[config.mk]
export PLATFORM = sky130hd
export DESIGN_NAME = frame_loader
export DESIGN_NICKNAME = d
export VERILOG_FILES = /design/src/design/ntt_frame_pkg.sv /design/src/design/frame_loader.sv
export SDC_FILE = /design/constraint.sdc
export NUM_CORES = 1
export LEC_CHECK = 0
export BUFFER_PORTS_ARGS = -buffer_cell sky130_fd_sc_hd__buf_2
export CELL_PAD_IN_SITES_DETAIL_PLACEMENT = 1
export CELL_PAD_IN_SITES_GLOBAL_PLACEMENT = 1
export CORE_MARGIN = 1
export CORE_UTILIZATION = 30
export CTS_CLUSTER_DIAMETER = 50
export DETAILED_ROUTE_END_ITERATION = 12
export PLACE_DENSITY = 0.81
export SETUP_SLACK_MARGIN = 0.3
export SKIP_LAST_GASP = 1
export SYNTH_ARGS = -nofsm -noshare
export SYNTH_HDL_FRONTEND = slang
export SYNTH_SLANG_ARGS = --single-unit
[constraint.sdc]
create_clock -name axi_clk -period 2.9 [get_ports axi_clk]
set_input_delay 0.87 -clock axi_clk [delete_from_list [all_inputs] [get_ports axi_clk]]
set_output_delay 0.87 -clock axi_clk [all_outputs]
set_load 0.01 [all_outputs]
[src/design/ntt_frame_pkg.sv]
package ntt_frame_pkg;

  typedef logic [31:0] data_t;       // One stream beat
  typedef logic [63:0] word_t;       // One buffer word
  typedef logic [15:0] sample_t;     // Narrow sample
  typedef logic [9:0]  addr_t;
  typedef logic [11:0] axil_addr_t;

  localparam int unsigned max_depth = 1024;
  localparam logic [1:0] cmd_op = 2'b01;           // Command code in bits [3:2]
  localparam axil_addr_t status_addr = 12'h000;

  typedef enum logic [1:0] {
    idle   = 2'd0,
    load   = 2'd1,
    unload = 2'd2,
    done   = 2'd3
  } frame_state_t;

  // Loader and unloader share this request format
  typedef struct packed {
    logic  en;
    logic  we;
    addr_t addr;
    word_t wdata;
  } buf_req_t;

endpackage

[src/design/frame_loader.sv]
`timescale 1ns/10ps

module frame_loader #(
  parameter int buf_depth = ntt_frame_pkg::max_depth
) (
  input  logic                        axi_clk,
  input  logic                        axi_reset_n,
  input  ntt_frame_pkg::frame_state_t phase_i,
  input  logic                        wide_i,
  input  logic                        ss_tvalid_i,
  input  ntt_frame_pkg::data_t        ss_tdata_i,
  output logic                        ss_tready_o,
  output ntt_frame_pkg::buf_req_t     req_o,
  output logic                        load_done_o
);

  ntt_frame_pkg::addr_t   word_cnt;
  ntt_frame_pkg::data_t   low_q;
  ntt_frame_pkg::sample_t sample;
  logic                   high_q;      // Low half is held
  logic                   active;
  logic                   beat;
  logic                   wr;

  assign active      = (phase_i == ntt_frame_pkg::load);
  assign ss_tready_o = active;
  assign beat        = ss_tvalid_i && ss_tready_o;
  assign wr          = beat && (!wide_i || high_q);
  assign sample      = ss_tdata_i[15:0];

  always_comb begin
    req_o.en    = wr;
    req_o.we    = wr;
    req_o.addr  = word_cnt;
    req_o.wdata = wide_i ? {ss_tdata_i, low_q} : {48'd0, sample};
  end

  assign load_done_o = wr && (word_cnt == ntt_frame_pkg::addr_t'(buf_depth - 1));

  always_ff @(posedge axi_clk or negedge axi_reset_n) begin
    if (!axi_reset_n) begin
      word_cnt <= '0;
      high_q   <= 1'b0;
    end else if (!active) begin
      word_cnt <= '0;
      high_q   <= 1'b0;
    end else begin
      if (beat && wide_i) high_q <= !high_q;
      if (wr) word_cnt <= word_cnt + 1'b1;
    end
  end

  // First beat of a wide pair
  always_ff @(posedge axi_clk) begin
    if (beat && !high_q) low_q <= ss_tdata_i;
  end

  // Load phase ends with the last word
  a_write_in_load: assert property (
    @(posedge axi_clk) disable iff (!axi_reset_n)
    load_done_o |=> !req_o.we
  );

endmodule

Yosys cells after proc, flatten, opt, wreduce, memory -nomap -nowiden
Cells that the tools add are included.
{ "op_classes": {"n_mux": 5, "n_reduce_logical": 8, "n_eq_ne": 4, "addsub": 1} }
{ "op_table": {"columns": ["op", "n"], "rows": [
  ["$mux 64", 1],
  ["$mux 10", 2],
  ["$add 10x1->10 const B", 1],
  ["$eq 10x10->1 const B", 1],
  ["$logic_and 1x1->1", 5],
  ["$ne 2x1->1 const B", 2],
  ["$eq 2x1->1 const B", 1],
  ["$logic_not 1->1", 2],
  ["$mux 1", 2],
  ["$logic_or 1x1->1", 1]
]} }
{ "totals": {"output_inout_bits": 78, "in_bits": 38, "regBits": 43} }

Longest topological paths before layout
{ "logic_depth": {"ltp_word": 5, "mapped_depth": 6, "ltp_nobuf": 5} }

Worst setup path before layout
No wires, ideal clock.
{ "synth_path": {"kind": "input-to-reg", "startpoint": "in phase_i[1]", "endpoint": "reg low_q[0] (enable)", "arrival_time_ps": 3538, "slack_ps": -1106, "t_required_ps": 2432, "path_buffers": 1, "cell_stages": 3, "setup_time_ps": 468, "cell_sequence": "nand2b_1 buf_6 nor3b_1"} }
{ "synth_via": {"elab_chain_len": 3} }
{ "synth_lines": {"columns": ["item", "line", "text"], "rows": [
  ["start: declaration", "frame_loader.sv:8", "input ntt_frame_pkg::frame_state_t phase_i,"],
  ["$eq 2x1->1", "frame_loader.sv:25", "assign active = (phase_i == ntt_frame_pkg::load);"],
  ["$logic_and 1x1->1", "frame_loader.sv:27", "assign beat = ss_tvalid_i && ss_tready_o;"],
  ["$logic_and 1x1->1", "frame_loader.sv:55", "if (beat && !high_q) low_q <= ss_tdata_i;"],
  ["end signal: assignment", "frame_loader.sv:55", null],
  ["end: declaration", "frame_loader.sv:18", "ntt_frame_pkg::data_t low_q;"]
]} }
No other way between the ends.
A chain may end at the register's enable or synchronous reset.

==> flow_summary.json <==
{
  "cp-start-kind": "input port",
  "critPathKind": "in -> out",
  "setup_violations": 0,
  "cts_tree": "built",
  "synth-edff-count": 32,
  "preCtsSetupSlack_ns": 0.268,
  "min_path_type": "in -> async",
  "synth.largest_area_cell": "edfxtp_1",
  "firstDrtPassIters": 4,
  "core_um2": 6530,
  "power_leakage_nw": 1.40,
  "cts_buffer_depth": 2,
  "synth_flop_cell": "edfxtp_1",
  "use_met2_pct": 27.6,
  "fin_skew_ns": 0.00684,
  "cts_root_buf": "clkbuf_8",
  "crit_path_end_kind": "output pin",
  "fin_ws_ns": 0.336,
  "dieHeight_um": 85.3,
  "grt_max_degree": 31,
  "grt_remaining_overflow": 0,
  "use_met1_pct": 17.0,
  "via_count": 1709,
  "place.detailed.hpwl_um": 3910,
  "netlist_instances": 161,
  "fin_tns_setup_ns": 0,
  "cts-htree-levels": 2,
  "slew_headroom_pct": 80.5,
  "outcome": "finished clean",
  "numCtsBuffers": 5,
  "syn_area_per_cell_um2": 12.9,
  "ios": 116,
  "worst-path-max-fanout": 13,
  "fin_crit_ns": 2.56,
  "ys_types": 31,
  "regArea_um2": 1240,
  "io_buffer_count": 115,
  "viasPerCell": 4.73,
  "n_fill_cell": 739,
  "seq_area_frac_synth_pct": 59.4,
  "ys_seq_elements": 43,
  "netlist_area_um2": 2080,
  "grt_pass1_vias": 1676,
  "drive_gt1_share_pct": 54.6,
  "antenna_found_initial": 0,
  "die_w_um": 85.3,
  "initial_core_util_pct": 31.9,
  "synth.area.top_cells": "edfxtp_1 46%, and2_1 15%, dfrtp_1 13%, mux2_2 7.0%, o211ai_1 1.8%",
  "rsz0062_at_grt": "no",
  "drt_first_iter_violations": 38,
  "async_reset_ff_share_pct": 25.6,
  "power_density_nw_per_um2": 432,
  "ys_warn_count": 0,
  "critPathRequiredTime_ns": 2.03,
  "place.gp.congestion": 0.772,
  "irDropWorstVdd_uv": 226,
  "wire_per_inst_um": 15.4,
  "drv_slew": 0,
  "postRouteAntennaNets": 0,
  "hold_violations": 0,
  "syn_to_final_growth_pct": 43.0,
  "period_share_pct": 88.4,
  "grtUsageTotal_pct": 15.0,
  "nets": 322,
  "die_area_um2": 7270,
  "worstMarginPinSlew_ns": 0.292,
  "cp.arrival_ns": 1.69,
  "rows": 29,
  "multiInputGateArea_um2": 795,
  "max_freq_ghz": 0.390,
  "grt_pass1_wl_um": 8310,
  "max_cap_violations": 0,
  "final_util_pct": 45.6,
  "insertion_delay_ns": 0.30,
  "clk_pin_slew_ns": 0.09,
  "use_met3_pct": 4.09,
  "drc_errors": 0,
  "postCtsHoldBufs": 0,
  "busiest_layer": "met2",
  "antennaDiodeCount": 0,
  "mappedNetlistNets": 200,
  "synth.top_cell.area_share_pct": 46.2,
  "clock_sinks": 43,
  "wirelength_um": 5570
}
-- final timing paths --
| kind | slack, ns | depth (start not counted) | endpoint | from |
|---|---|---|---|---|
| worst min-delay path | 0.43 | 1 | word_cnt[0]$_DFFE_PN0P_ | axi_reset_n |
| max in group asynchronous | 2.26 | 1 | word_cnt[7]$_DFFE_PN0P_ | axi_reset_n |
| worst max register to register | 1.46 | 4 | word_cnt[9]$_DFFE_PN0P_ | word_cnt[3]$_DFFE_PN0P_ |
| min in group axi_clk | 0.51 | 1 | word_cnt[5]$_DFFE_PN0P_ | word_cnt[5]$_DFFE_PN0P_ |
| worst min register to register | 0.51 | 1 | word_cnt[5]$_DFFE_PN0P_ | word_cnt[5]$_DFFE_PN0P_ |
| worst max-delay path | 0.34 | 4 | req_o[2] | wide_i |
-- kinds of logic (layout without fill, tap and decap cells) --
family          Yosys count  count (layout)  synth area share (%)
fa+ha+maj                 1               1                 0.601
xor+xnor                  3               3                  1.26
mux                      17              17                  9.14
flops                    43              43                  59.4
simple gates             71              71                  21.7
buf+inv                  13             136                  3.43
compound gates           13              13                  4.45
-- cell usage after synthesis, types with 3 or more instances --
| cell type | number |
|---|---|
| o211ai_1 | 5 |
| clkbuf_1 | 5 |
| mux2_1 | 3 |
| edfxtp_1 | 32 |
| nand2b_1 | 3 |
| dfrtp_1 | 11 |
| nor2_1 | 4 |
| o31ai_1 | 5 |
| nand2_1 | 5 |
| mux2_2 | 13 |
| and2_1 | 49 |
-- worst max-delay path, stage by stage --
cell       delay (ns)
buf_4            0.16
clkbuf_16        0.19
mux2_2           0.33
buf_2            0.14
-- sequential cells by signal, indices dropped and copies added (netlist names) --
signal    count
low_q        32
high_q        1
word_cnt     10
-- through the flow --
step,std cells,power (mW),area [µm²],hold slack [ns]
after floorplan,161,0.791,2100,0.536
after global placement,349,0.884,2780,0.498
after detailed placement,349,0.890,2780,0.503
after CTS,359,1.30,2920,0.432
after global routing,361,1.35,2980,0.427
final,361,1.28,2980,0.430
-- routing by layer --
layer | up-vias | part of all wire (%)
met5 | - | 0
met4 | 0 | 1.3
met3 | 7 | 4.9
met2 | 64 | 52
met1 | 830 | 42
li1 | 808 | -
-- power breakdown --
group	total, mW	switching [mW]	internal (mW)
registers	0.682	0.00390	0.678
clock network	0.394	0.221	0.172
logic	0.209	0.106	0.103
-- repair_timing --
action	in CTS	in global routing
setup endpoints to repair	15	16
setup buffers	1	0
cloned	1	2
endpoints found under the hold margin	0	0
gates resized for setup	0	4
-- layout make-up --
| type | instances | area share (%) |
|---|---|---|
| inverter | 3 | 0.547 |
| sequential | 43 | 41.5 |
| timing repair buffer | 125 | 24.8 |
| tap | 77 | 3.24 |
| clock inverter | 3 | 0.841 |
| clock buffer | 5 | 2.31 |
| multi-input combinational | 105 | 26.7 |
-- cell usage in the layout, fill, tap and decap left out, types with 2 or more instances in the layout --
cell type	n
buf_2	114
and2_1	49
edfxtp_1	32
mux2_2	13
dfrtp_1	11
buf_4	6
nand2_1	5
o211ai_1	5
o31ai_1	5
clkbuf_8	5
mux2_1	3
nor2_1	3
nand2b_1	2
inv_1	2
nand4_2	2
nand3_1	2
xor2_1	2
clkinv_4	2
clkbuf_16	2
buf_12	2
(Power assumes the default switching activity.)
