<file path="src/design/ntt_frame_pkg.sv">
package ntt_frame_pkg;

  typedef logic [31:0] data_t;       // One stream beat
  typedef logic [63:0] word_t;       // One buffer word
  typedef logic [15:0] sample_t;     // Narrow sample
  typedef logic [9:0]  addr_t;
  typedef logic [11:0] axil_addr_t;

  localparam int unsigned max_depth = 1024;
  localparam logic [1:0] cmd_op = 2'b01;           // Command code in bits [3:2]
  localparam axil_addr_t status_addr = 12'h000;

  typedef enum logic [1:0] {
    idle   = 2'd0,
    load   = 2'd1,
    unload = 2'd2,
    done   = 2'd3
  } frame_state_t;

  // Loader and unloader share this request format
  typedef struct packed {
    logic  en;
    logic  we;
    addr_t addr;
    word_t wdata;
  } buf_req_t;

endpackage

</file>
<file path="src/design/frame_unloader.sv">
`timescale 1ns/10ps

module frame_unloader #(
  parameter int buf_depth = ntt_frame_pkg::max_depth
) (
  input  logic                        axi_clk,
  input  logic                        axi_reset_n,
  input  ntt_frame_pkg::frame_state_t phase_i,
  input  logic                        wide_i,
  input  ntt_frame_pkg::word_t        rdata_i,
  output ntt_frame_pkg::buf_req_t     req_o,
  output logic                        sm_tvalid_o,
  output ntt_frame_pkg::data_t        sm_tdata_o,
  output logic                        sm_tlast_o,
  input  logic                        sm_tready_i,
  output logic                        unload_done_o
);

  localparam int cnt_w = $clog2(2 * buf_depth + 1);

  ntt_frame_pkg::word_t   store [2];   // Two-word prefetch store
  ntt_frame_pkg::word_t   head;
  ntt_frame_pkg::sample_t sample;
  ntt_frame_pkg::addr_t   rd_addr;
  logic [1:0]             fill;
  logic                   wr_ptr;
  logic                   rd_ptr;
  logic                   rd_vld_q;    // Read data arrives this cycle
  logic                   rd_done;
  logic [cnt_w-1:0]       beat_cnt;
  logic                   half_q;      // High half of a wide word
  logic                   active;
  logic                   issue;
  logic                   take;
  logic                   pop;
  logic                   last;

  assign active = (phase_i == ntt_frame_pkg::unload);
  assign issue  = active && !rd_done && (({1'b0, fill} + rd_vld_q) < 3'd2);

  always_comb begin
    req_o.en    = issue;
    req_o.we    = 1'b0;
    req_o.addr  = rd_addr;
    req_o.wdata = '0;
  end

  assign head   = store[rd_ptr];
  assign sample = head[15:0];

  assign sm_tvalid_o = (fill != 2'd0);
  assign sm_tdata_o  = !wide_i ? {16'd0, sample} : (half_q ? head[63:32] : head[31:0]);
  assign last        = wide_i ? (beat_cnt == cnt_w'(2 * buf_depth - 1))
                              : (beat_cnt == cnt_w'(buf_depth - 1));
  assign sm_tlast_o  = sm_tvalid_o && last;

  assign take          = sm_tvalid_o && sm_tready_i;
  assign pop           = take && (!wide_i || half_q);
  assign unload_done_o = take && last;

  always_ff @(posedge axi_clk or negedge axi_reset_n) begin
    if (!axi_reset_n) begin
      rd_addr  <= '0;
      rd_done  <= 1'b0;
      rd_vld_q <= 1'b0;
      fill     <= 2'd0;
      wr_ptr   <= 1'b0;
      rd_ptr   <= 1'b0;
      beat_cnt <= '0;
      half_q   <= 1'b0;
    end else if (!active) begin
      rd_addr  <= '0;
      rd_done  <= 1'b0;
      rd_vld_q <= 1'b0;
      fill     <= 2'd0;
      wr_ptr   <= 1'b0;
      rd_ptr   <= 1'b0;
      beat_cnt <= '0;
      half_q   <= 1'b0;
    end else begin
      rd_vld_q <= issue;
      if (issue) begin
        rd_addr <= rd_addr + 1'b1;
        if (rd_addr == ntt_frame_pkg::addr_t'(buf_depth - 1)) rd_done <= 1'b1;
      end
      if (rd_vld_q) wr_ptr <= !wr_ptr;
      if (pop) rd_ptr <= !rd_ptr;
      fill <= fill + {1'b0, rd_vld_q} - {1'b0, pop};
      if (take) begin
        beat_cnt <= beat_cnt + 1'b1;
        if (wide_i) half_q <= !half_q;
      end
    end
  end

  always_ff @(posedge axi_clk) begin
    if (rd_vld_q) store[wr_ptr] <= rdata_i;
  end

  a_hold_on_stall: assert property (
    @(posedge axi_clk) disable iff (!axi_reset_n)
    sm_tvalid_o && !sm_tready_i |=> sm_tvalid_o && $stable(sm_tdata_o) && $stable(sm_tlast_o)
  );

endmodule

</file>
<file path="config.mk">
export PLATFORM = sky130hd
export DESIGN_NAME = frame_unloader
export DESIGN_NICKNAME = d
export VERILOG_FILES = /design/src/design/ntt_frame_pkg.sv /design/src/design/frame_unloader.sv
export SDC_FILE = /design/constraint.sdc
export NUM_CORES = 1
export LEC_CHECK = 0
export BUFFER_PORTS_ARGS = -buffer_cell sky130_fd_sc_hd__buf_2
export CAP_MARGIN = 20
export CORE_MARGIN = 5
export CORE_UTILIZATION = 50
export DETAILED_ROUTE_END_ITERATION = 16
export HOLD_SLACK_MARGIN = 0.03
export PLACE_DENSITY = 0.76
export SYNTH_ARGS = -nofsm -noshare
export SYNTH_HDL_FRONTEND = slang
export SYNTH_SLANG_ARGS = --single-unit
</file>
<file path="constraint.sdc">
create_clock -name axi_clk -period 11 [get_ports axi_clk]
set_clock_uncertainty 0.1 [all_clocks]
set_input_delay 0.55 -clock axi_clk [delete_from_list [all_inputs] [get_ports axi_clk]]
set_output_delay 0.55 -clock axi_clk [all_outputs]
set_load 0.03 [all_outputs]
</file>
* After elaboration in Yosys (flattened, before gate mapping) *
Memory sizes are Yosys's and may differ from the RTL's.
Cells that the tools add are included.

word-level totals
  register bits after elaboration = 29
  ROM bits = 0
  RAM bits = 128
  bits in latches = 0
  output and inout port bits = 111
  input port bits = 70
  memories = 1
  logic and storage cells = 61

cells by class
  divide/modulo/power cells = 0
  shifts and indexed selects = 0
  bitwise logic cells = 0
  equal/unequal tests = 10
  order comparisons = 1
  add/sub/neg operators = 5
  reductions and logical operators = 15
  multiply operators = 0
  multiplexer cells = 21

memories
  memory  words  bits a word  rd ports  clocked after Yosys merged registers in  write ports  RTL line              source
  store   2      64           1         0                                        1            frame_unloader.sv:21  ntt_frame_pkg::word_t store [2];

operators by type and width
  cell                                                    count
  two-way mux 32 bit                                      2
  two-way mux 12 bit                                      2
  two-way mux 10 bit                                      2
  two-way mux 1 bit                                       14
  adder 12 x 1 -> 12 bit (second input constant)          1
  equality test 12 x 10 -> 1 bit (second input constant)  1
  equality test 12 x 11 -> 1 bit (second input constant)  1
  adder 10 x 1 -> 10 bit (second input constant)          1
  equality test 10 bit (second input constant)            1
  != test 2 x 1 -> 1 bit (second input constant)          4
  logical AND 1 bit                                       6
  logical NOT 1 bit                                       5
  != test 2 bit (second input constant)                   2
  AND reduction 2 bit                                     2
  adder 2 x 1 -> 3 bit                                    1
  < comparator 3 x 2 -> 1 bit (second input constant)     1
  adder 2 x 1 -> 2 bit                                    1
  equality test 2 bit (second input constant)             1
  two-way mux 2 bit                                       1
  nonzero test 2 bit                                      1
  subtractor 2 x 1 -> 2 bit                               1
  logical OR 1 bit                                        1

* Depth between registers and ports, before layout *
  word-level depth = 5
  gate-level depth with buffers = 10
  depth with buffers taken out = 8

* Least setup slack after synthesis *
No wires, ideal clock.

  path kind = reg-to-reg
  start = register rd_vld_q
  end = memory store[0][0] in the netlist's numbering (enable)
  library setup time = 486 ps
  cell stages (with the launch flop) = 3
  arrival = 3165 ps
  setup slack = 7249 ps
  clock period less this slack = 3751 ps
  required time = 10414 ps
  path buffers = 0
  path through = dfrtp_1 > inv_1 > nor2_1

on the way
  word-level cells in the longest chain between the ends = 2

ends and longest elaborated chain
  what                                     RTL line              source
  start, declared                          frame_unloader.sv:28  logic rd_vld_q;
  start signal, assigned                   frame_unloader.sv:81  rd_vld_q <= issue;
  two-way mux 1 bit                        frame_unloader.sv:97  if (rd_vld_q) store[wr_ptr] <= rdata_i;
  two-way mux 1 bit (not written as such)  frame_unloader.sv:97
  end, declared                            frame_unloader.sv:21

Every way passes these cells.

* Worst setup path after layout *
  start = register half_q
  end = output port sm_tdata_o[13]

on the way
  word-level cells in the longest chain between the ends = 2

ends and longest elaborated chain
  what                              RTL line              source
  start, declared                   frame_unloader.sv:31  logic half_q;
  start signal, assigned            frame_unloader.sv:91  if (wide_i) half_q <= !half_q;
  two-way mux 32 bit (2 in series)  frame_unloader.sv:52  assign sm_tdata_o = !wide_i ? {16'd0, sample} : (half_q ? head[63:32] : head[31:0]);
  end, declared                     frame_unloader.sv:13  output ntt_frame_pkg::data_t sm_tdata_o,

Every way passes these cells.

==> results_dict.tcl <==
set metrics [dict create \
    status "completed" \
    drive_above_1_share 0.336 \
    post-cts-setup-buffers 0 \
    fin_crit_ns 3.36 \
    place.detailed.hpwl_um 8330 \
    cts_root_buf "clkbuf_16" \
    worst-path-buf-inv 1 \
    die_height_um 126 \
    nFillCells 1000 \
    cts.sinks 157 \
    cts_resized 0 \
    grt_max_degree 65 \
    rows 42 \
    vias_per_cell 5.07 \
    numPortBuffers 115 \
    layout_setup_ws_ns 7.64 \
    tightestPinTransition_ns 0.975 \
    dieArea_mm2 0.0160 \
    crit_slowest_cell "dfrtp_1" \
    finalSetupViolations 0 \
    insertedDiodeCount 0 \
    ios 181 \
    placedCellCount 695 \
    seq_area_frac_synth 0.676 \
    r2r_cells 8 \
    min_period_over_period 0.305 \
    netlist_area_mm2 0.00676 \
    synth_top_cell_area_share 0.568 \
    first_iter_violations 157 \
    ys_warn_count 0 \
    clk_path_buf_depth 2 \
    cts-buffers-inserted 17 \
    path_clk_slew_ns 0.06 \
    clock_latency_ns 0.42 \
    grt.overflow.total 0 \
    initial_utilization 0.511 \
    final_max_slew_viol_count 0 \
    cp.arrival_ns 2.71 \
    first_pass_iters 4 \
    drt_wl_total_um 12400 \
    core_area_mm2 0.0132 \
    ys_seq_elements 157 \
    switchingPower_mw 0.304 \
    critPathTopFamily "flip-flops" \
    r2r_slack_ns 8.67 \
    sequentialPowerShare 0.495 \
    synth-edff-count 128 \
    grt_pass1_vias 3870 \
    crit_path_max_fanout 20 \
    synthArstFlopShare 0.185 \
    antenna_found_initial 2 \
    leakage_nw 3.00 \
    hold_path.class "primary input to async pin" \
    nNetsFinal 613 \
    wire_per_inst_um 17.1 \
    place_area_mm2 0.00727 \
    power.density_mw_per_mm2 171 \
    fin_cells 727 \
    postRouteAntennaNets 0 \
    hold_viol 0 \
    path_class "flip-flop to output pin" \
    gp_congestion 0.754 \
    ys_types 35 \
    end_kind "output pin" \
    vdd_drop_max_v 0.000172 \
    vias 3689 \
    die_x_um 126 \
    max_cap_viol_count 0 \
    post-route-util 0.594 \
    clock.fmax_ghz 0.298 \
    cts_htree_levels 4 \
    place_ws_ns 7.96 \
    cp.required_ns 10.35 \
    netlist_top_cells_count "edfxtp_1 (128), buf_4 (67), mux4_2 (32)" \
    synth_area_leaders "edfxtp_1 (57%), dfrtp_1 (11%), mux4_2 (11%)" \
    internal_power_mw 1.04 \
    comb_power_share 0.072 \
    area_delta_synth_final_pct 16.3 \
    syn_avg_cell_area_um2 16.2 \
    timing.setup.tns_ns 0 \
    p_total_mw 1.35 \
    start_kind "flip-flop" \
    rsz0062_at_grt "no" \
    sw_frac_of_total 0.226 \
    syn_inst 418 \
    synthFlopType "edfxtp_1" \
    grt_pass1_wl_um 19500 \
    drc 0 \
    crit_cells 3 \
    gr-usage-all-layers 0.160 \
    final_area_mm2 0.00787 \
    yosysTopAreaCell "edfxtp_1" \
    clockPowerShare 0.433 \
    whs_ns 0.0563 \
    holdBufCountCts 0 \
    cts_tree "yes" \
    yosysMostFrequentCell "edfxtp_1" \
    max_slew_margin 0.350 \
    path_cells "nand2_2 > mux4_2 > buf_2" \
    slowest_delay_ns 0.89 \
]
[cell usage in the layout (no fill, tap or decap), types with 2 or more instances in the layout]
master / instances
a21oi_1: 13
and2_1: 18
buf_2: 115
buf_4: 4
bufinv_16: 3
clkbuf_16: 17
clkinv_1: 2
clkinvlp_4: 2
conb_1: 65
dfrtp_1: 28
edfxtp_1: 128
ha_1: 4
inv_1: 8
inv_6: 4
mux2i_1: 6
mux4_2: 32
nand2_1: 15
nand2b_1: 7
nand3_1: 7
nand4_1: 3
nor2_1: 8
nor2b_1: 2
nor3_1: 3
nor4_1: 8
o21a_1: 6
o21ai_0: 5
o31ai_1: 6
or3_1: 6
or4_1: 6
xnor2_1: 3
xor2_1: 3
[per-layer routing]
metal,GRT usage,vias up,share of wire
met5,0,-,0.0020
met4,0.0707,4,0.014
met3,0.0605,17,0.088
met2,0.277,144,0.52
met1,0.176,1818,0.38
li1,-,1706,-
[worst paths after layout]
check / startpoint / to
min: axi_reset_n / beat_cnt[2]
min reg2reg: beat_cnt[11] / beat_cnt[11]
max: half_q / sm_tdata_o[13]
min in group axi_clk: rdata_i[19] / store[0][19]
max reg2reg: half_q / fill[1]
max in group asynchronous: axi_reset_n / rd_ptr
[worst reg2reg max path, stage by stage, from the launching register on]
cell	delay [ns]
dfrtp_1	0.89
nor2b_1	0.18
nor2_1	0.19
ha_1	0.27
inv_1	0.07
ha_1	0.15
xor2_1	0.17
and2_1	0.14
nor3_1	0.04
[power groups by stage]
| stage | sequential, mW | clock, mW | combinational [mW] |
|---|---|---|---|
| global route | 0.668 | 0.618 | 0.104 |
| detailed placement | 0.679 | 0 | 0.0974 |
| floorplan | 0.678 | 0 | 0.0846 |
| finish | 0.667 | 0.584 | 0.0977 |
| global placement | 0.678 | 0 | 0.0953 |
| CTS | 0.667 | 0.593 | 0.0980 |
[area by class of cell]
cell class	instances	area, µm²	share of cell area
sequential	157	4570	0.581
inverter	8	30.0	0.00382
clock inverter	13	161	0.0205
multi-input combinational	236	1850	0.235
clock buffer	18	429	0.0545
timing repair buffer	119	606	0.0770
tap	176	220	0.0280
[cells by family after synthesis]
group	count (synthesis)	share of synthesized area
AO/OA/AOI/OAI	35	0.0335
XOR/XNOR	6	0.00777
adder cells (fa/ha/maj)	4	0.00740
buffers and inverters	89	0.0877
flip-flops	157	0.676
multiplexers	38	0.115
other	1	0.000554
AND/OR/NAND/NOR	88	0.0721
[state kept, by name, indices dropped and copies added, names as in the netlist, 2 cells and up]
name      cells
fill          2
store       128
beat_cnt     12
rd_addr      10
(Power assumes the default switching activity.)
