**src/design/ntt_frame_pkg.sv**
```systemverilog
package ntt_frame_pkg;

  typedef logic [31:0] data_t;       // One stream beat
  typedef logic [63:0] word_t;       // One buffer word
  typedef logic [15:0] sample_t;     // Narrow sample
  typedef logic [9:0]  addr_t;
  typedef logic [11:0] axil_addr_t;

  localparam int unsigned max_depth = 1024;
  localparam logic [1:0] cmd_op = 2'b01;           // Command code in bits [3:2]
  localparam axil_addr_t status_addr = 12'h000;

  typedef enum logic [1:0] {
    idle   = 2'd0,
    load   = 2'd1,
    unload = 2'd2,
    done   = 2'd3
  } frame_state_t;

  // Loader and unloader share this request format
  typedef struct packed {
    logic  en;
    logic  we;
    addr_t addr;
    word_t wdata;
  } buf_req_t;

endpackage

```
**src/design/ntt_frame_ctrl.sv**
```systemverilog
`timescale 1ns/10ps

module ntt_frame_ctrl (
  input  logic                        axi_clk,
  input  logic                        axi_reset_n,
  input  logic                        ss_tvalid_i,
  input  ntt_frame_pkg::data_t        ss_tdata_i,
  input  logic                        load_done_i,
  input  logic                        unload_done_i,
  input  logic                        awvalid_i,
  input  ntt_frame_pkg::axil_addr_t   awaddr_i,
  input  logic                        wvalid_i,
  input  ntt_frame_pkg::data_t        wdata_i,
  output logic                        awready_o,
  output logic                        wready_o,
  input  logic                        arvalid_i,
  input  ntt_frame_pkg::axil_addr_t   araddr_i,
  output logic                        arready_o,
  output logic                        rvalid_o,
  output ntt_frame_pkg::data_t        rdata_o,
  input  logic                        rready_i,
  output logic                        cmd_ready_o,
  output ntt_frame_pkg::frame_state_t phase_o,
  output logic                        wide_o
);

  ntt_frame_pkg::frame_state_t state_q;
  ntt_frame_pkg::frame_state_t state_d;
  ntt_frame_pkg::axil_addr_t   rd_addr_q;
  logic                        wide_q;
  logic                        rvalid_q;
  logic                        cmd_beat;
  logic                        wr_fire;
  logic                        restart;
  logic                        status;

  assign cmd_ready_o = (state_q == ntt_frame_pkg::idle);
  assign cmd_beat    = cmd_ready_o && ss_tvalid_i
                       && (ss_tdata_i[3:2] == ntt_frame_pkg::cmd_op);

  // Address and data must arrive together
  assign wr_fire   = awvalid_i && wvalid_i;
  assign awready_o = wr_fire;
  assign wready_o  = wr_fire;
  assign restart   = wr_fire && (awaddr_i == ntt_frame_pkg::status_addr) && wdata_i[0];

  always_comb begin
    state_d = state_q;
    case (state_q)
      ntt_frame_pkg::idle: begin
        if (cmd_beat) state_d = ntt_frame_pkg::load;   // Other beats are dropped
      end
      ntt_frame_pkg::load: begin
        if (load_done_i) state_d = ntt_frame_pkg::unload;
      end
      ntt_frame_pkg::unload: begin
        if (unload_done_i) state_d = ntt_frame_pkg::done;
      end
      ntt_frame_pkg::done: begin
        if (restart) state_d = ntt_frame_pkg::idle;
      end
      default: state_d = ntt_frame_pkg::idle;
    endcase
  end

  always_ff @(posedge axi_clk or negedge axi_reset_n) begin
    if (!axi_reset_n) begin
      state_q <= ntt_frame_pkg::idle;
      wide_q  <= 1'b0;
    end else begin
      state_q <= state_d;
      if (cmd_beat) wide_q <= !ss_tdata_i[1];     // Modes 0 and 1 are wide
    end
  end

  assign phase_o = state_q;
  assign wide_o  = wide_q;

  // Later addresses are ignored until the response is taken
  assign arready_o = 1'b1;

  always_ff @(posedge axi_clk or negedge axi_reset_n) begin
    if (!axi_reset_n) begin
      rvalid_q <= 1'b0;
    end else if (rvalid_q) begin
      if (rready_i) rvalid_q <= 1'b0;
    end else if (arvalid_i) begin
      rvalid_q <= 1'b1;
    end
  end

  always_ff @(posedge axi_clk) begin
    if (!rvalid_q && arvalid_i) rd_addr_q <= araddr_i;
  end

  assign status   = (rd_addr_q == ntt_frame_pkg::status_addr)
                    && (state_q == ntt_frame_pkg::done);
  assign rvalid_o = rvalid_q;
  assign rdata_o  = ntt_frame_pkg::data_t'(status);

  a_rvalid_held: assert property (
    @(posedge axi_clk) disable iff (!axi_reset_n)
    rvalid_o && !rready_i |=> rvalid_o
  );

endmodule

```
**config.mk**
```make
export PLATFORM = sky130hd
export DESIGN_NAME = ntt_frame_ctrl
export DESIGN_NICKNAME = d
export VERILOG_FILES = /design/src/design/ntt_frame_pkg.sv /design/src/design/ntt_frame_ctrl.sv
export SDC_FILE = /design/constraint.sdc
export NUM_CORES = 1
export LEC_CHECK = 0
export ABC_AREA = 1
export CELL_PAD_IN_SITES_DETAIL_PLACEMENT = 0
export CELL_PAD_IN_SITES_GLOBAL_PLACEMENT = 1
export CORE_UTILIZATION = 25
export DETAILED_ROUTE_END_ITERATION = 10
export DONT_BUFFER_PORTS = 1
export GPL_ROUTABILITY_DRIVEN = 1
export GPL_TIMING_DRIVEN = 0
export PLACE_DENSITY_LB_ADDON = 0.1
export SLEW_MARGIN = 10
export SYNTH_ARGS = -nofsm -noshare
export SYNTH_HDL_FRONTEND = slang
export SYNTH_SLANG_ARGS = --single-unit
export TNS_END_PERCENT = 50
```
**constraint.sdc**
```tcl
create_clock -name axi_clk -period 1.3 [get_ports axi_clk]
set_input_delay 0.325 -clock axi_clk [delete_from_list [all_inputs] [get_ports axi_clk]]
set_output_delay 0.325 -clock axi_clk [all_outputs]
set_load 0.1 [all_outputs]
```
## After elaboration in Yosys (flattened, before gate mapping)

Index checks and enable logic that the tools add are counted.

| operators by class | value |
|---|---|
| mux-type cells | 8 |
| reduce and logical (&&, ||, !) cells | 13 |
| eq/ne operators | 8 |

Operator list:

| kind | count |
|---|---|
| $logic_not A12 Y1 | 2 |
| $mux W2 | 4 |
| $pmux W2 S4 | 1 |
| $logic_and A1 B1 Y1 | 7 |
| $ne A2 B2 Y1 const B | 3 |
| $eq A2 B1 Y1 const B | 2 |
| $eq A2 B2 Y1 const B | 2 |
| $reduce_and A4 Y1 | 1 |
| $mux W1 | 3 |
| $logic_not A1 Y1 | 2 |
| $logic_not A2 Y1 | 1 |
| $ne A2 B1 Y1 const B | 1 |

| storage, ports and cells | value |
|---|---|
| output and inout port bits | 40 |
| register bits after elaboration | 16 |
| input port bits | 97 |

## Longest topological paths before layout

| depth | value |
|---|---|
| word-level depth | 5 |
| gate-level depth with buffers | 10 |
| gate-level depth less buffers | 10 |

## Worst setup path before layout

No wires, ideal clock.

| timing | value |
|---|---|
| path type | reg2reg |
| start | reg state_q[0] (netlist: phase_o[0]) |
| end | reg state_q[0] (netlist: phase_o[0]) |
| path slack | -1.288 ns |
| stages on the path, launching flop included | 10 |
| buffers on the path | 0 |
| arrival time | 2.466 ns |
| data required time | 1.177 ns |
| setup time | 0.123 ns |
| path through | dfrtp_1 -> inv_1 -> ha_1 -> nand4_1 -> nand2_1 -> nand2_1 -> inv_2 -> nand2_2 -> nand2_1 -> nand2_1 |

| on the way | value |
|---|---|
| word-level cells in the longest chain between the ends | 5 |

RTL lines:

| element | line | source |
|---|---|---|
| start, declared | ntt_frame_ctrl.sv:27 | `ntt_frame_pkg::frame_state_t state_q;` |
| start signal, assigned | ntt_frame_ctrl.sv:68 | `state_q <= ntt_frame_pkg::idle;` |
| start signal, assigned | ntt_frame_ctrl.sv:71 | `state_q <= state_d;` |
| $logic_not A2 Y1 * | ntt_frame_ctrl.sv:37 | `assign cmd_ready_o = (state_q == ntt_frame_pkg::idle);` |
| named net cmd_ready_o | ntt_frame_ctrl.sv:22 | `output logic cmd_ready_o,` |
| $logic_and A1 B1 Y1 | ntt_frame_ctrl.sv:38 | `assign cmd_beat = cmd_ready_o && ss_tvalid_i` |
| $logic_and A1 B1 Y1 | ntt_frame_ctrl.sv:39 | `&& (ss_tdata_i[3:2] == ntt_frame_pkg::cmd_op);` |
| $ne A2 B1 Y1 (no source line) | -- |  |
| $reduce_and A4 Y1 (no source line) | -- |  |

Mark *: on every way through the listed nets, which the timed path passes. The rest lies on a longest branch.
A chain may end at the register's enable or synchronous reset.

## Final worst setup path

| timing | value |
|---|---|
| start | reg state_q[0] (netlist: phase_o[0]) |
| end | out rdata_o[0] |

| on the way | value |
|---|---|
| word-level cells in the longest chain between the ends | 2 |

RTL lines:

| element | line | source |
|---|---|---|
| $eq A2 B2 Y1 | ntt_frame_ctrl.sv:97 | `&& (state_q == ntt_frame_pkg::done);` |
| $logic_and A1 B1 Y1 | ntt_frame_ctrl.sv:97 |  |
| end, declared | ntt_frame_ctrl.sv:20 | `output ntt_frame_pkg::data_t rdata_o,` |

No other way between the ends.

==> reports/metrics.csv <==
stage,metric,value,unit
setup_path,worst_path_largest_cell_delay,660,ps
layout,fillerInstances,391,
setup_path,criticalPathCategory,reg -> out,
setup_path,arrival,1490,ps
synthesis,synth_area,995,um^2
floorplan,floorplan.rows,22,
placed_design,detailedPlacementHpwl,1.21,mm
global_routing,grt_antenna_before_repair,0,
power,internal_power,0.00122,W
placed_design,dp_worst_setup_slack,-491,ps
global_routing,track_usage,6.67,%
global_routing,use_met2,11.5,%
global_routing,gr-total-overflow,0,
setup_path,regToRegSetupSlack,-500,ps
timing,timing.final.crit_period,1810,ps
setup_path,critical-path-slowest-cell,sky130_fd_sc_hd__dfrtp_4,
floorplan,fp.dieArea,0.00423,mm^2
timing,finalCritPeriodShare,139,%
setup_path,highest_net_fanout_along_the_worst_path,5,
routing,routed_wire_length_per_instance,7.32,um
timing,timing.final.setup_violations,5,
outcome,run_status,"finished, violations left",
timing,rsz0062_at_grt,true,
layout,antenna_diodes,0,
routing,drt-total-wl,1.41,mm
global_routing,wire_length_of_the_first_global_routing_pass,2.01,mm
outcome,failed_checks,setup timing,
routing,drtPass1Iterations,4,
timing,max_freq,552,MHz
timing,finalMaxSlewViolations,0,
synthesis,synth_seq_area_share,46.3,%
timing,final_worst_path_setup_slack,-512,ps
synthesis,post_synth_inst_count,106,
power,power.share.switching,54.5,%
floorplan,io_pins,137,
timing,hold_viol_final,0,
routing,routed-via-count,675,
floorplan,core_region_area,0.00374,mm^2
clock_tree,insertion_delay,240,ps
power,clockPowerShare,13.8,%
setup_path,start_kind,flip-flop,
placed_design,finalWeightedCongestion,0.549,
power,report.power.total,0.00268,W
power,static_leakage_power,0.647,nW
floorplan,die_y,65.1,um
setup_path,cell_breakdown_of_the_critical_path,ha_4 > nand3_4 > nor2_4 > buf_12,
floorplan,die_w,65.1,um
clock_tree,number_of_cts_inserted_buffers,3,
timing,setup_skew,1.38,ps
power,p_comb_share,44.1,%
global_routing,vias_in_the_first_global_route,512,
global_routing,grt_util_met3,1.41,%
power,power.density_cell_area,1980,mW/mm^2
routing,via_per_inst,3.50,
power,irDropWorstVdd,1.26,mV
global_routing,global_route.usage.met1,6.51,%
layout,area.growth.synth_to_final,36.2,%
layout,post_route_cells_drive_above_1_share,42.1,%
clock_tree,tritoncts,done,
setup_path,worstReg2RegStart,phase_o[1],
clock_tree,cts_buffer_depth,2,
power,power.switching,0.00146,W
routing,post-route-drc-count,0,
clock_tree,htree_num_levels,1,
floorplan,initial_core_util,26.6,%
placed_design,buffer_ports.inserted,0,
flow_run,drv.max_cap_violation_count,0,
power,p_seq_share,42.1,%
routing,drtAntennaViolNets,0,
layout,fin_nets,248,
clock_tree,clkSinkCount,16,
routing,initialDrtViolationCount,7,
synthesis,yosysWarningCount,0,
min_path,worst_hold_launch,ss_tdata_i[1],
synthesis,avgSynthCellArea,9.38,um^2
min_path,timing.hold.worst.class,in -> reg,
global_routing,pin_count_of_the_biggest_net_entering_global_routing,13,
global_routing,top_usage_layer,met2,
clock_tree,clkSlewWorstSetupHoldPaths,60,ps
setup_path,worstPathRequired,980,ps
setup_path,setup.worst_path.end_class,primary output,
clock_tree,clock-root-buffer,sky130_fd_sc_hd__clkbuf_8,
setup_path,critPathLaunch,phase_o[0],
synthesis,post_synth_num_cell_types,16,
synthesis,number_of_register_bits_inferred_by_synthesis,16,
power groups by stage:
stage / clock, W / combinational (W) / sequential, W
finish: 0.000370 / 0.00118 / 0.00113
global route: 0.000403 / 0.00127 / 0.00114
CTS: 0.000378 / 0.00115 / 0.00113
detailed placement: 0 / 0.00109 / 0.00112
global placement: 0 / 0.00109 / 0.00112
floorplan: 0 / 0.00102 / 0.00110
cells in the mapped netlist (all sizes together):
library cell   n  area share, %
o21ai          3            1.5
nor2          11            4.4
dfrtp          4             10
nand2         18            7.3
inv           10            3.8
nor4           2            1.3
nand4          1           0.63
edfxtp        12             36
nand3          3            1.5
or2            1           0.63
conb           2           0.75
ha             5            6.3
buf           34             26
timing repair:
| action | in CTS | in global routing |
|---|---|---|
| gates resized for setup | 13 | 5 |
| pin swaps | 7 | 4 |
| setup endpoints to repair | 19 | 6 |
| endpoints found under the hold margin | 4 | 0 |
| buffers inserted | 2 | 2 |
| hold buffers | 1 | 0 |
area by class of cell:
cell class / count / area [um^2] / area share [%]
flip-flops and latches: 16 / 473 / 34.9
multi-input cells: 76 / 415 / 30.7
plain buffers: 34 / 272 / 20.0
well taps: 48 / 60.1 / 4.43
inverters: 10 / 50.0 / 3.69
clock buffers: 4 / 45.0 / 3.32
repair buffers: 5 / 40.0 / 2.95
critical path, delay by kind of cell (launching register included):
kind,cells,cell delay (ps)
flip-flops,1,660
adder cells (fa/ha/maj),1,210
buffers and inverters,1,180
AND/OR/NAND/NOR,2,190
state kept, by name, indices dropped and copies added (netlist names):
name       cells
phase_o        2
rvalid_o       1
wide_o         1
rd_addr_q     12
cell usage in the layout (no fill, tap or decap), types with 3 or more instances in the layout:
master                     synthesis  routed
sky130_fd_sc_hd__buf_4            34      36
sky130_fd_sc_hd__conb_1            2      32
sky130_fd_sc_hd__nand2_1          16      16
sky130_fd_sc_hd__edfxtp_1         12      12
sky130_fd_sc_hd__nor2_1           10       9
sky130_fd_sc_hd__inv_1             8       5
sky130_fd_sc_hd__inv_4             0       3
sky130_fd_sc_hd__ha_1              5       3
sky130_fd_sc_hd__clkbuf_8          0       3
sky130_fd_sc_hd__dfrtp_4           0       3
per-layer routing:
metal / up-vias / wire (um) / share of wire [%]
met1: 268 / 514 / 36
met4: 0 / 44 / 3.1
met2: 58 / 691 / 49
met3: 5 / 161 / 11
met5: - / 0 / 0
li1: 344 / - / -
through the flow:
stage / utilization, % / instances / hold WS, ps / cell area [um^2] / setup TNS [ps]
finish: 36.2 / 193 / 151 / 1360 / -2240
global route: 36.2 / 193 / 153 / 1360 / -2550
CTS: 35.1 / 191 / 168 / 1310 / -2240
detailed placement: 32.0 / 184 / 29.5 / 1200 / -2330
global placement: 32.0 / 184 / 29.5 / 1200 / -2240
floorplan: - / 136 / 29.4 / 1140 / -1570
logic make-up after synthesis:
kind of cell             Yosys count  share of synthesized area [%]
flip-flops                        16                           46.3
AND/OR/NAND/NOR                   36                           15.7
other                              2                          0.755
buffers and inverters             44                           29.4
adder cells (fa/ha/maj)            5                           6.29
AO/OA/AOI/OAI                      3                           1.51
final timing paths:
| kind | end | cells past startpoint |
|---|---|---|
| min in group asynchronous | rvalid_o | 1 |
| worst max-delay path | rdata_o[0] | 4 |
| worst min register to register | phase_o[0] | 2 |
| worst max register to register | phase_o[1] | 9 |
| max in group asynchronous | phase_o[1] | 1 |
| worst min-delay path | wide_o | 1 |
No activity file was read; power rests on OpenSTA's default activity.
